[src/verilog/mem_req_defs.svh]
`ifndef MEM_REQ_DEFS_SVH
`define MEM_REQ_DEFS_SVH

// ----------------------------------------
// client side
// ----------------------------------------

// client byte address
`define ADDR_W 19
// bytes per sram line, also the client data bus
`define LINE_BYTES 32
// byte offset inside a line
`define OFFSET_W 5
// request size in bytes, 1 to 32
`define SIZE_W 6

// ----------------------------------------
// bank geometry
// ----------------------------------------

`define NUM_BANKS 16
`define BANK_W 4
// line index inside one bank, address bits 15..6
`define LINE_ADDR_W 10
// odd or even bank of a region
`define BANK_LO_BIT 5
// region field, top of the address
`define REGION_HI 18
`define REGION_LO 16

`endif

[src/verilog/mem_req_pkg.sv]
`include "mem_req_defs.svh"

package mem_req_pkg;

	// one sram line, byte 0 in the low bits
	typedef logic [`LINE_BYTES-1:0][7:0] line_t;

	// client request, held as a level
	typedef struct packed {
		logic rd_req;
		logic wr_req;
		logic [`ADDR_W-1:0] addr;
		logic [`SIZE_W-1:0] size;
		line_t wdata;
	} client_req_t;

	// client response, single cycle pulses
	typedef struct packed {
		logic rd_valid;
		line_t rd_data;
		logic wr_ack;
	} client_rsp_t;

	// one line of an access
	typedef struct packed {
		logic [`BANK_W-1:0] bank;
		logic [`LINE_ADDR_W-1:0] line_addr;
		logic [`LINE_BYTES-1:0] byte_en;
		line_t wdata;
	} line_access_t;

	// registered request, one or two lines
	typedef struct packed {
		logic is_write;
		logic split;
		logic [`OFFSET_W-1:0] offset;
		logic [`SIZE_W-1:0] size;
		line_access_t first;
		line_access_t second;
	} access_plan_t;

	// command to one bank, valid while cs is high
	typedef struct packed {
		logic cs;
		logic read;
		logic write;
		logic [`LINE_ADDR_W-1:0] line_addr;
		line_t wdata;
		logic [`LINE_BYTES-1:0] byte_en;
	} bank_cmd_t;

	typedef enum logic [2:0] {
		IDLE,
		READ_ONE,
		READ_TWO,
		WRITE_ONE,
		WRITE_TWO,
		READ_WAIT,
		FINISH
	} req_state_e;

endpackage

[src/verilog/req_sequencer.sv]
`timescale 1ns/1ps
`include "mem_req_defs.svh"

module req_sequencer (
	input  logic                      clk,
	input  logic                      rst_n,
	input  mem_req_pkg::client_req_t  req,
	input  mem_req_pkg::access_plan_t plan,
	input  logic [`NUM_BANKS-1:0]     gnt,
	output logic                      accept,
	output logic [`NUM_BANKS-1:0]     bank_req,
	output logic [1:0]                line_gnt,
	output logic                      wr_ack
);

	mem_req_pkg::req_state_e state;
	mem_req_pkg::req_state_e next_state;
	// one flag per line still waiting for its grant
	logic [1:0] pend;
	// incoming request runs past the end of its line
	logic crosses;
	logic all_granted;

	// planner split rule applied to the raw request before the plan loads
	assign crosses = (`SIZE_W'(req.addr[`OFFSET_W-1:0]) + req.size) > `SIZE_W'(`LINE_BYTES);
	assign accept = (state == mem_req_pkg::IDLE) && (req.rd_req || req.wr_req);

	// ----------------------------------------
	// bank requests and grants
	// ----------------------------------------

	always_comb begin
		bank_req = '0;
		if (pend[0]) begin
			bank_req[plan.first.bank] = 1'b1;
		end
		if (pend[1]) begin
			bank_req[plan.second.bank] = 1'b1;
		end
	end

	// grant pulse seen by the line that asked for it
	assign line_gnt[0] = pend[0] && gnt[plan.first.bank];
	assign line_gnt[1] = pend[1] && gnt[plan.second.bank];
	// nothing left once this cycle's grants land
	assign all_granted = (pend & ~line_gnt) == 2'b00;

	always_ff @(posedge clk or negedge rst_n) begin
		if (!rst_n) begin
			pend <= 2'b00;
		end else if (accept) begin
			pend <= {crosses, 1'b1};
		end else begin
			pend <= pend & ~line_gnt;
		end
	end

	// ----------------------------------------
	// FSM
	// ----------------------------------------

	always_comb begin
		next_state = state;
		case (state)
			mem_req_pkg::IDLE: begin
				if (req.rd_req) begin
					next_state = crosses ? mem_req_pkg::READ_TWO : mem_req_pkg::READ_ONE;
				end else if (req.wr_req) begin
					next_state = crosses ? mem_req_pkg::WRITE_TWO : mem_req_pkg::WRITE_ONE;
				end
			end
			mem_req_pkg::READ_ONE, mem_req_pkg::READ_TWO: begin
				// data comes back one cycle after the grant
				if (all_granted) begin
					next_state = mem_req_pkg::READ_WAIT;
				end
			end
			mem_req_pkg::WRITE_ONE, mem_req_pkg::WRITE_TWO: begin
				if (all_granted) begin
					next_state = mem_req_pkg::FINISH;
				end
			end
			mem_req_pkg::READ_WAIT: next_state = mem_req_pkg::FINISH;
			// response pulse cycle with requests ignored
			mem_req_pkg::FINISH: next_state = mem_req_pkg::IDLE;
			default: next_state = mem_req_pkg::IDLE;
		endcase
	end

	always_ff @(posedge clk or negedge rst_n) begin
		if (!rst_n) begin
			state <= mem_req_pkg::IDLE;
		end else begin
			state <= next_state;
		end
	end

	// write ack one cycle after the last write grant
	assign wr_ack = (state == mem_req_pkg::FINISH) && plan.is_write;

	// ----------------------------------------
	// checks
	// ----------------------------------------

	// a requested bank stays requested until the arbiter grants it
	assert property (@(posedge clk) disable iff (!rst_n)
		($past(bank_req & ~gnt) & ~bank_req) == '0)
		else $error("ERROR %0t: bank request dropped before grant", $time);

	// arbiter only grants banks that are asked for
	assert property (@(posedge clk) disable iff (!rst_n) (gnt & ~bank_req) == '0)
		else $error("ERROR %0t: grant to a bank without request", $time);

endmodule

[config.mk]
export PLATFORM = sky130hd
export DESIGN_NAME = req_sequencer
export DESIGN_NICKNAME = d
export VERILOG_FILES = /design/src/verilog/mem_req_pkg.sv /design/src/verilog/req_sequencer.sv
export VERILOG_INCLUDE_DIRS = /design/src /design/src/verilog
export SDC_FILE = /design/constraint.sdc
export NUM_CORES = 1
export LEC_CHECK = 0
export BUFFER_PORTS_ARGS = -buffer_cell sky130_fd_sc_hd__buf_4
export CORE_AREA = 2 2 366 368
export CTS_BUF_LIST = sky130_fd_sc_hd__clkbuf_8
export DETAILED_ROUTE_END_ITERATION = 7
export DIE_AREA = 0 0 368 370
export GPL_TIMING_DRIVEN = 0
export PLACE_DENSITY = 0.3
export SLEW_MARGIN = 20
export SYNTH_ARGS = -nofsm -noshare
export SYNTH_HDL_FRONTEND = slang
export SYNTH_SLANG_ARGS = --single-unit
[constraint.sdc]
create_clock -name clk -period 5.4 [get_ports clk]
set_input_delay 0.81 -clock clk [delete_from_list [all_inputs] [get_ports clk]]
set_output_delay 0.81 -clock clk [all_outputs]
set_load 0.01 [all_outputs]
==> results by group, run 1 <==
Synthesis
  – Fraction of registers with async set or reset after synthesis: between 90% and 100%
  – Post-synth top area share: between 10% and 20%
  – Unique cell type count in the Yosys netlist: 43
  – Number of cells produced by synthesis: between 100 and 150
  – EDFF count, synth: 0
  – Sequential cell area fraction in the yosys report: ~12%
  – Most area-consuming cells after synthesis: sky130_fd_sc_hd__dfrtp_1 (12%), sky130_fd_sc_hd__mux4_2 (11%), sky130_fd_sc_hd__o22ai_1 (10%), sky130_fd_sc_hd__mux4_1 (10%), sky130_fd_sc_hd__ha_1 (7.2%)
  – Post-synthesis area per instance: 8.931 um2
  – Total number of yosys warnings: 0
  – Synth Cell Area: around 1000 um2
  – Total of flip-flops plus latches after synthesis: 5
  – Synth Net Count: between 1000 and 1500
  – Cell taking the most area after synthesis: sky130_fd_sc_hd__dfrtp_1
  – Main flop type after synthesis: sky130_fd_sc_hd__dfrtp_1

Timing
  – Fraction of the cycle the final worst path needs: between 60% and 70%
  – Max-slew violation count: 0
  – Endpoints failing hold: 0
  – Setup-failing EPs final: 0
  – Setup_tns: 0 ns
  – Worst-Margin Slew: between 0.6 and 0.7 ns
  – Maximum operating frequency: 0.2867 GHz
  – Worst rel slew slack: a little under three fifths
  – Layout Skew: ~0.0015 ns
  – Setup repair after global routing missed its margin: false
  – Final Critical Period: between 3 and 4 ns

Global route
  – Antenna violations before repair: 4
  – Total routing usage reported by global routing: about 1.1%
  – Gr ovfl total: 0
  – Pin count of the biggest net entering global routing: 9
  – Number of global-route vias before repair: ~1300
  – Wire length of the first global-routing pass: about 9.7 mm

Placement
  – Gpl congestion: approximately 0.64
  – PortBufs: 56
  – Placed wire-length estimate: a little under 7 mm

Clock network
  – Clock Root Buffer: sky130_fd_sc_hd__clkbuf_8
  – Setup repair bufs after CTS: 0
  – Count of hold buffers inserted by post-cts repair: 0
  – Clock tree from TritonCTS: yes
  – CTS H-tree depth: 1
  – Clk buf depth: 2
  – Clock-pin slew on the worst setup and hold paths: around 0.04 ns
  – Clock latency on the worst-skew pair: about 0.22 ns
  – Number of cells upsized or downsized after cts: 0
  – Clk sinks: 5
  – TritonCTS buffer count: 3

Hold path
  – Class of the most critical hold timing path: in2async

Detailed routing
  – Routed via count: between 1000 and 1500
  – WL per Instance: approximately 3.7 um
  – Routed WL: 7.235 mm
  – Initial detailed-routing violation count: 34
  – Vias per Instance: between 0.6 and 0.7
  – DR DRC count: 0
  – Drt first pass iters: 4
  – Antenna-violating nets left: 0

Cells and area
  – Final Core Density: between 2 and 3%
  – Area growth syn-to-layout: 258.5%
  – Post-layout nets: 1102
  – Share of cells above drive strength 1: ~42%
  – Number of diodes added for antenna fixing: 0
  – Fill cell total of the finished layout: 15890
  – Multi-input gate area: about 860 um2
  – Storage cell area: 125.1 um2

Floorplan
  – Row cnt: approximately 130
  – Vertical die dimension: around 370 um
  – I/O pin count: around 940
  – Die Outline Area: 136200 um2
  – Area of the core: 132500 um2
  – Initial core utilization: 0.7822%
  – Floorplan die width: ~370 um

Power and ir drop
  – Pwr dens: a little over 100 nW/um2
  – Design internal power: about 220 uW
  – Fraction of power spent switching nets: between 40% and 50%
  – Sw power: ~170 uW
  – Portion of total power attributed to sequential cells: 19.9%
  – Leak pwr: roughly 0.00072 uW
  – Maximum vdd ir drop: approximately 0.060 mV
  – Proportion of power drawn by the clock network: about 18%
  – Combinational fraction of design power: between 60% and 70%

Worst setup path
  – Cell Chain, Critical Path: buf_4, ha_1, inv_1, fa_1, nand2b_1, o2bb2ai_1, o22a_1, o22a_1, nor2_1, ha_1, nand2b_1, o21bai_1, a21oi_1, a31oi_1
  – Delay of the slowest cell on the worst path: 0.48 ns
  – Critical path fanouts, max: 2
  – Kind of start point of the critical path: primary input
  – CP required: 5.49 ns
  – Worst setup path category: in2reg
  – Critical-path cell with the highest stage delay: sky130_fd_sc_hd__ha_1
  – Worst Setup End Kind: flip-flop
  – Arrival time reported for the critical path endpoint: between 3 and 4 ns
  – Setup slack, reg-to-reg: between 3 and 4 ns

Status
  – Status: finished clean

Run
  – Count of max-cap constraint violations: 0
[critical path, delay by kind of cell]
| kind | cells | cell delay (ns) |
|---|---|---|
| AO/OA/AOI/OAI | 6 | 0.93 |
| adder cells (fa/ha/maj) | 3 | 1.16 |
| buffers and inverters | 2 | 0.19 |
| AND/OR/NAND/NOR | 3 | 0.46 |
[stage by stage]
stage,std cells,worst slack (ns),hold slack [ns],instance area [um2],total power (uW)
after global placement,1940,1.386,0.5766,3669,325.4
after detailed placement,1940,1.424,0.5653,3669,321.7
final,1944,1.913,0.3818,3714,381.7
after CTS,1944,1.646,0.3871,3714,394.3
after global routing,1944,1.500,0.3872,3714,423.9
after floorplan,116,2.448,0.5133,1036,209.7
[Yosys cell counts (all sizes together), types with 2 or more instances]
cell    count
o22ai      17
mux4        9
inv         7
nand2b      7
ha          6
nand2       6
a21oi       5
dfrtp       5
nor2        5
nor2b       5
nand3       3
o21a        3
o21ai       3
or2         3
a31oi       2
and3        2
buf         2
clkbuf      2
nand3b      2
nor3        2
nor4        2
o22a        2
[state kept, by name, summed over array words and instances, names as in the netlist]
signal  flops
state       3
pend        2
[power groups by stage]
stage / combinational [uW] / clock [uW] / sequential, uW
after floorplan: 141 / 0 / 69.1
after global placement: 249 / 0 / 76.6
after detailed placement: 246 / 0 / 75.8
after CTS: 247 / 71.2 / 75.8
after global routing: 271 / 73.4 / 80.1
final: 235 / 70.4 / 76.0
[layer usage]
metal | track usage (%) | part of all wire [%] | up-vias
met1 | 1.367 | 46 | 561
li1 | - | - | 581
met4 | 0.09419 | 0.59 | 0
met2 | 1.421 | 37 | 74
met5 | 0 | 0 | -
met3 | 1.023 | 16 | 6
[final cells by class]
type	count	area share (%)
Clock buffer	3	1.112
Timing Repair Buffer	56	11.32
Inverter	7	0.7075
Sequential cell	5	3.369
Clock inverter	1	0.1011
Multi-Input combinational cell	100	23.18
Buffer	4	0.6402
Tap cell	1768	59.57
[cell usage in the layout, fill, tap and decap left out, drive strengths merged, types with 3 or more instances in the layout]
| cell type | synthesis | routed |
|---|---|---|
| nand3 | 3 | 3 |
| nor2 | 5 | 5 |
| nor2b | 5 | 5 |
| mux4 | 9 | 9 |
| nand2b | 7 | 7 |
| o22ai | 17 | 17 |
| dfrtp | 5 | 5 |
| nand2 | 6 | 6 |
| a21oi | 5 | 5 |
| o21a | 3 | 3 |
| ha | 6 | 6 |
| clkbuf | 2 | 5 |
| inv | 7 | 8 |
| buf | 2 | 58 |
| o21ai | 3 | 3 |
| or2 | 3 | 3 |
[path summary, 6_finish.rpt]
| path | startpoint | end | cells after the start |
|---|---|---|---|
| worst min-delay path | rst_n | pend[1]$_DFF_PN0_ | 1 |
| max in group asynchronous | rst_n | state[1]$_DFFE_PN0P_ | 1 |
| min in group clk | state[1]$_DFFE_PN0P_ | state[2]$_DFFE_PN0P_ | 1 |
| worst min register to register | state[1]$_DFFE_PN0P_ | state[2]$_DFFE_PN0P_ | 1 |
| worst max register to register | state[2]$_DFFE_PN0P_ | pend[1]$_DFF_PN0_ | 3 |
| worst max-delay path | req[256] | state[1]$_DFFE_PN0P_ | 14 |
[cell families (layout without fill, tap and decap cells)]
group	Yosys count	count (layout)	share of synthesized area, %
AND/OR/NAND/NOR	42	42	24.88
AO/OA/AOI/OAI	38	38	24.28
multiplexers	11	11	23.07
buffers and inverters	11	71	4.831
adder cells (fa/ha/maj)	7	7	9.179
flip-flops	5	5	12.08
XOR/XNOR	2	2	1.691
Note: power is estimated with default switching activity, not from simulation.
==> run 2: changes to the inputs <==
Settings changed: ABC_AREA set to 1, CORE_AREA 2 2 366 368 to 2 2 364 366, DIE_AREA 0 0 368 370 to 0 0 366 368.
Clock period 5.4 ns to 3 ns, I/O delays scaled along.
==> run 2 against run 1 <==
  * Total power increased by 120%
  * Clock-buffer cell count is the same
  * Global-route usage increased by 0.054 points
  * Sequential share of layout area fell by 0.16 points
  * Via count increased by 36%
  * Clock skew grew 0.0015 ns
  * Core utilization grew 0.18 points
  * Die area shrank 1.1%
  * Largest cell class unchanged
==> results by group, run 2 <==
Placement
  – Placed Instances: between 2000 and 2500
  – Gpl congestion: between 0.7 and 0.8
  – Placed wire-length estimate: roughly 7 mm
  – PortBufs: slightly below 60
  – Place WS: about 0.5 ns

Floorplan
  – Floorplan die width: roughly 370 um
  – Die Outline Area: approximately 130000 um2
  – Initial core utilization: 0.9317%
  – Vertical die dimension: 368 um
  – I/O pin count: between 900 and 1000
  – Row cnt: around 130
  – Area of the core: approximately 130000 um2

Timing
  – Maximum operating frequency: just over 0.4 GHz
  – Layout Skew: around 0.003 ns
  – Worst rel slew slack: between 40 and 50%
  – Fraction of the cycle the final worst path needs: around 80%
  – Setup_tns: 0 ns
  – Hold_ws: ~0.028 ns
  – Setup-failing EPs final: 0
  – Worst-Margin Slew: just over 0.8 ns
  – Setup repair after global routing missed its margin: false
  – Final Critical Period: 2.461 ns
  – Max-slew violation count: 0
  – Min setup slack post-route: about 0.54 ns
  – Endpoints failing hold: 0

Detailed routing
  – Drt first pass iters: 5
  – Antenna-violating nets left: 0
  – Routed via count: approximately 1700
  – Vias per Instance: about 0.8
  – WL per Instance: between 3 and 4 um
  – Routed WL: 7.910 mm
  – DR DRC count: 0
  – Initial detailed-routing violation count: 97

Worst setup path
  – Worst Setup End Kind: output port
  – R2r worst-path depth: 6
  – Worst setup path category: reg2out
  – Critical path fanouts, max: 5
  – CP required: around 2.6 ns
  – Kind of start point of the critical path: flip-flop
  – Arrival time reported for the critical path endpoint: 2.01 ns

Clock network
  – Clk sinks: 5
  – Clock latency on the worst-skew pair: roughly 0.22 ns
  – Count of hold buffers inserted by post-cts repair: 0
  – TritonCTS buffer count: 3
  – CTS H-tree depth: 1
  – Setup repair bufs after CTS: 0
  – Clk buf depth: 2
  – Clock-pin slew on the worst setup and hold paths: 0.04 ns
  – Clock Root Buffer: sky130_fd_sc_hd__clkbuf_8
  – Number of cells upsized or downsized after cts: 0
  – Clock tree from TritonCTS: yes

Global route
  – Antenna violations before repair: 0
  – Wire length of the first global-routing pass: approximately 11 mm
  – Gr ovfl total: 0
  – Number of global-route vias before repair: about 1600
  – Total routing usage reported by global routing: about 1.2%
  – Pin count of the biggest net entering global routing: 11

Run
  – Count of max-cap constraint violations: 0

Synthesis
  – Unique cell type count in the Yosys netlist: 21
  – Most instantiated library cell after synthesis: sky130_fd_sc_hd__nand2_1
  – Post-synthesis area per instance: ~5.0 um2
  – Sequential cell area fraction in the yosys report: ~10%
  – Total of flip-flops plus latches after synthesis: 5
  – Cell taking the most area after synthesis: sky130_fd_sc_hd__nand2_1
  – Synth Net Count: 1169
  – Main flop type after synthesis: sky130_fd_sc_hd__dfrtp_1
  – EDFF count, synth: 0
  – Fraction of registers with async set or reset after synthesis: 100.0%
  – Post-synth top area share: 39.43%
  – Top cells by instance count after synthesis: sky130_fd_sc_hd__nand2_1 (128), sky130_fd_sc_hd__inv_1 (28), sky130_fd_sc_hd__nor2_1 (17), sky130_fd_sc_hd__o21ai_0 (17)
  – Most area-consuming cells after synthesis: sky130_fd_sc_hd__nand2_1 (39%), sky130_fd_sc_hd__dfrtp_1 (10%), sky130_fd_sc_hd__inv_1 (8.6%), sky130_fd_sc_hd__o21ai_0 (7.0%), sky130_fd_sc_hd__ha_1 (6.2%)
  – Synth Cell Area: 1219 um2
  – Number of cells produced by synthesis: between 200 and 250
  – Total number of yosys warnings: 0

Cells and area
  – Area growth syn-to-layout: 219.8%
  – Share of cells above drive strength 1: between 20 and 30%
  – Flip-flop count of the largest register after layout: 3
  – Leading cell type in the layout, fill and taps excluded: sky130_fd_sc_hd__nand2_1
  – Final Core Density: between 2 and 3%
  – Top library cells by usage in the layout, fill and taps aside: sky130_fd_sc_hd__nand2_1 (128), sky130_fd_sc_hd__buf_4 (60), sky130_fd_sc_hd__inv_1 (29)
  – Post-layout nets: 1232
  – Largest registers: state (3), pend (2)
  – Number of cells in the finished layout apart from fillers: about 2100
  – Largest register by flop count: state

Status
  – Status: finished clean

Power and ir drop
  – Leak pwr: between 0.001 and 0.0015 uW
  – Maximum vdd ir drop: ~0.15 mV
  – Pwr dens: between 200 and 250 nW/um2

Hold path
  – Class of the most critical hold timing path: in2async
-- run 2: cell count changes after synthesis, moves of 4 or more --
cell / before / now
sky130_fd_sc_hd__nand2_1: 6 / 128
sky130_fd_sc_hd__o22ai_1: 17 / 0
sky130_fd_sc_hd__mux4_2: 5 / 0
sky130_fd_sc_hd__nor2_1: 5 / 17
sky130_fd_sc_hd__inv_2: 0 / 4
sky130_fd_sc_hd__nor2b_1: 4 / 0
sky130_fd_sc_hd__nand2_2: 0 / 6
sky130_fd_sc_hd__nand2b_1: 7 / 0
sky130_fd_sc_hd__o21ai_0: 2 / 17
sky130_fd_sc_hd__mux4_1: 4 / 0
sky130_fd_sc_hd__inv_1: 7 / 28
-- run 2: worst paths after layout --
| path | from | end | slack, ns |
|---|---|---|---|
| min in group clk | state[1]$_DFFE_PN0P_ | state[1]$_DFFE_PN0P_ | 0.56 |
| setup reg to reg | state[0]$_DFFE_PN0P_ | state[0]$_DFFE_PN0P_ | 1.60 |
| max in group asynchronous | rst_n | pend[0]$_DFF_PN0_ | 2.85 |
| hold reg to reg | state[1]$_DFFE_PN0P_ | state[1]$_DFFE_PN0P_ | 0.56 |
| hold / removal | rst_n | state[0]$_DFFE_PN0P_ | 0.03 |
| setup / recovery | pend[0]$_DFF_PN0_ | bank_req[3] | 0.54 |
-- run 2: final cells by class --
class | instances | area [um2]
antenna | 1 | 2.502
buffer | 4 | 37.54
fill | 15780 | 126900
inverter | 32 | 120.1
timing repair buffer | 58 | 435.4
clock buffer | 3 | 41.29
tap | 1755 | 2196
clock inverter | 1 | 3.754
multi-input combinational | 203 | 935.9
sequential | 5 | 125.1
-- run 2: critical path, cell delays in order, from the launching register on --
cell,delay (ns)
sky130_fd_sc_hd__dfrtp_1,0.58
sky130_fd_sc_hd__inv_1,0.21
sky130_fd_sc_hd__nor3_1,0.45
sky130_fd_sc_hd__nand2_1,0.10
sky130_fd_sc_hd__o21ai_0,0.16
sky130_fd_sc_hd__buf_4,0.28
-- run 2: layer usage --
metal / share of wire [%] / GRT usage (%)
met1: 55 / 1.792
met2: 21 / 0.9615
met3: 24 / 1.168
met4: 0.088 / 0.1029
met5: 0 / 0
-- run 2: power by group --
group	total [uW]	switching [uW]	internal [uW]	leakage (uW)
registers	154	51.5	102	0.0000619
logic	551	351	200	0.000967
clock network	123	34.7	87.9	0.0000269
-- run 2: per-stage QoR --
step,area (um2),total power [uW]
6_report,3897,827.0
5_1_grt,3895,931.6
3_3_place_gp,3850,723.5
3_5_place_dp,3850,712.5
2_1_floorplan,1219,445.2
4_1_cts,3895,843.5
-- run 2: cell families after synthesis --
family	share of synthesized area, %
xor+xnor	0.7188
fa+ha+maj	7.803
compound gates	12.11
flops	10.27
buf+inv	12.94
simple gates	56.16
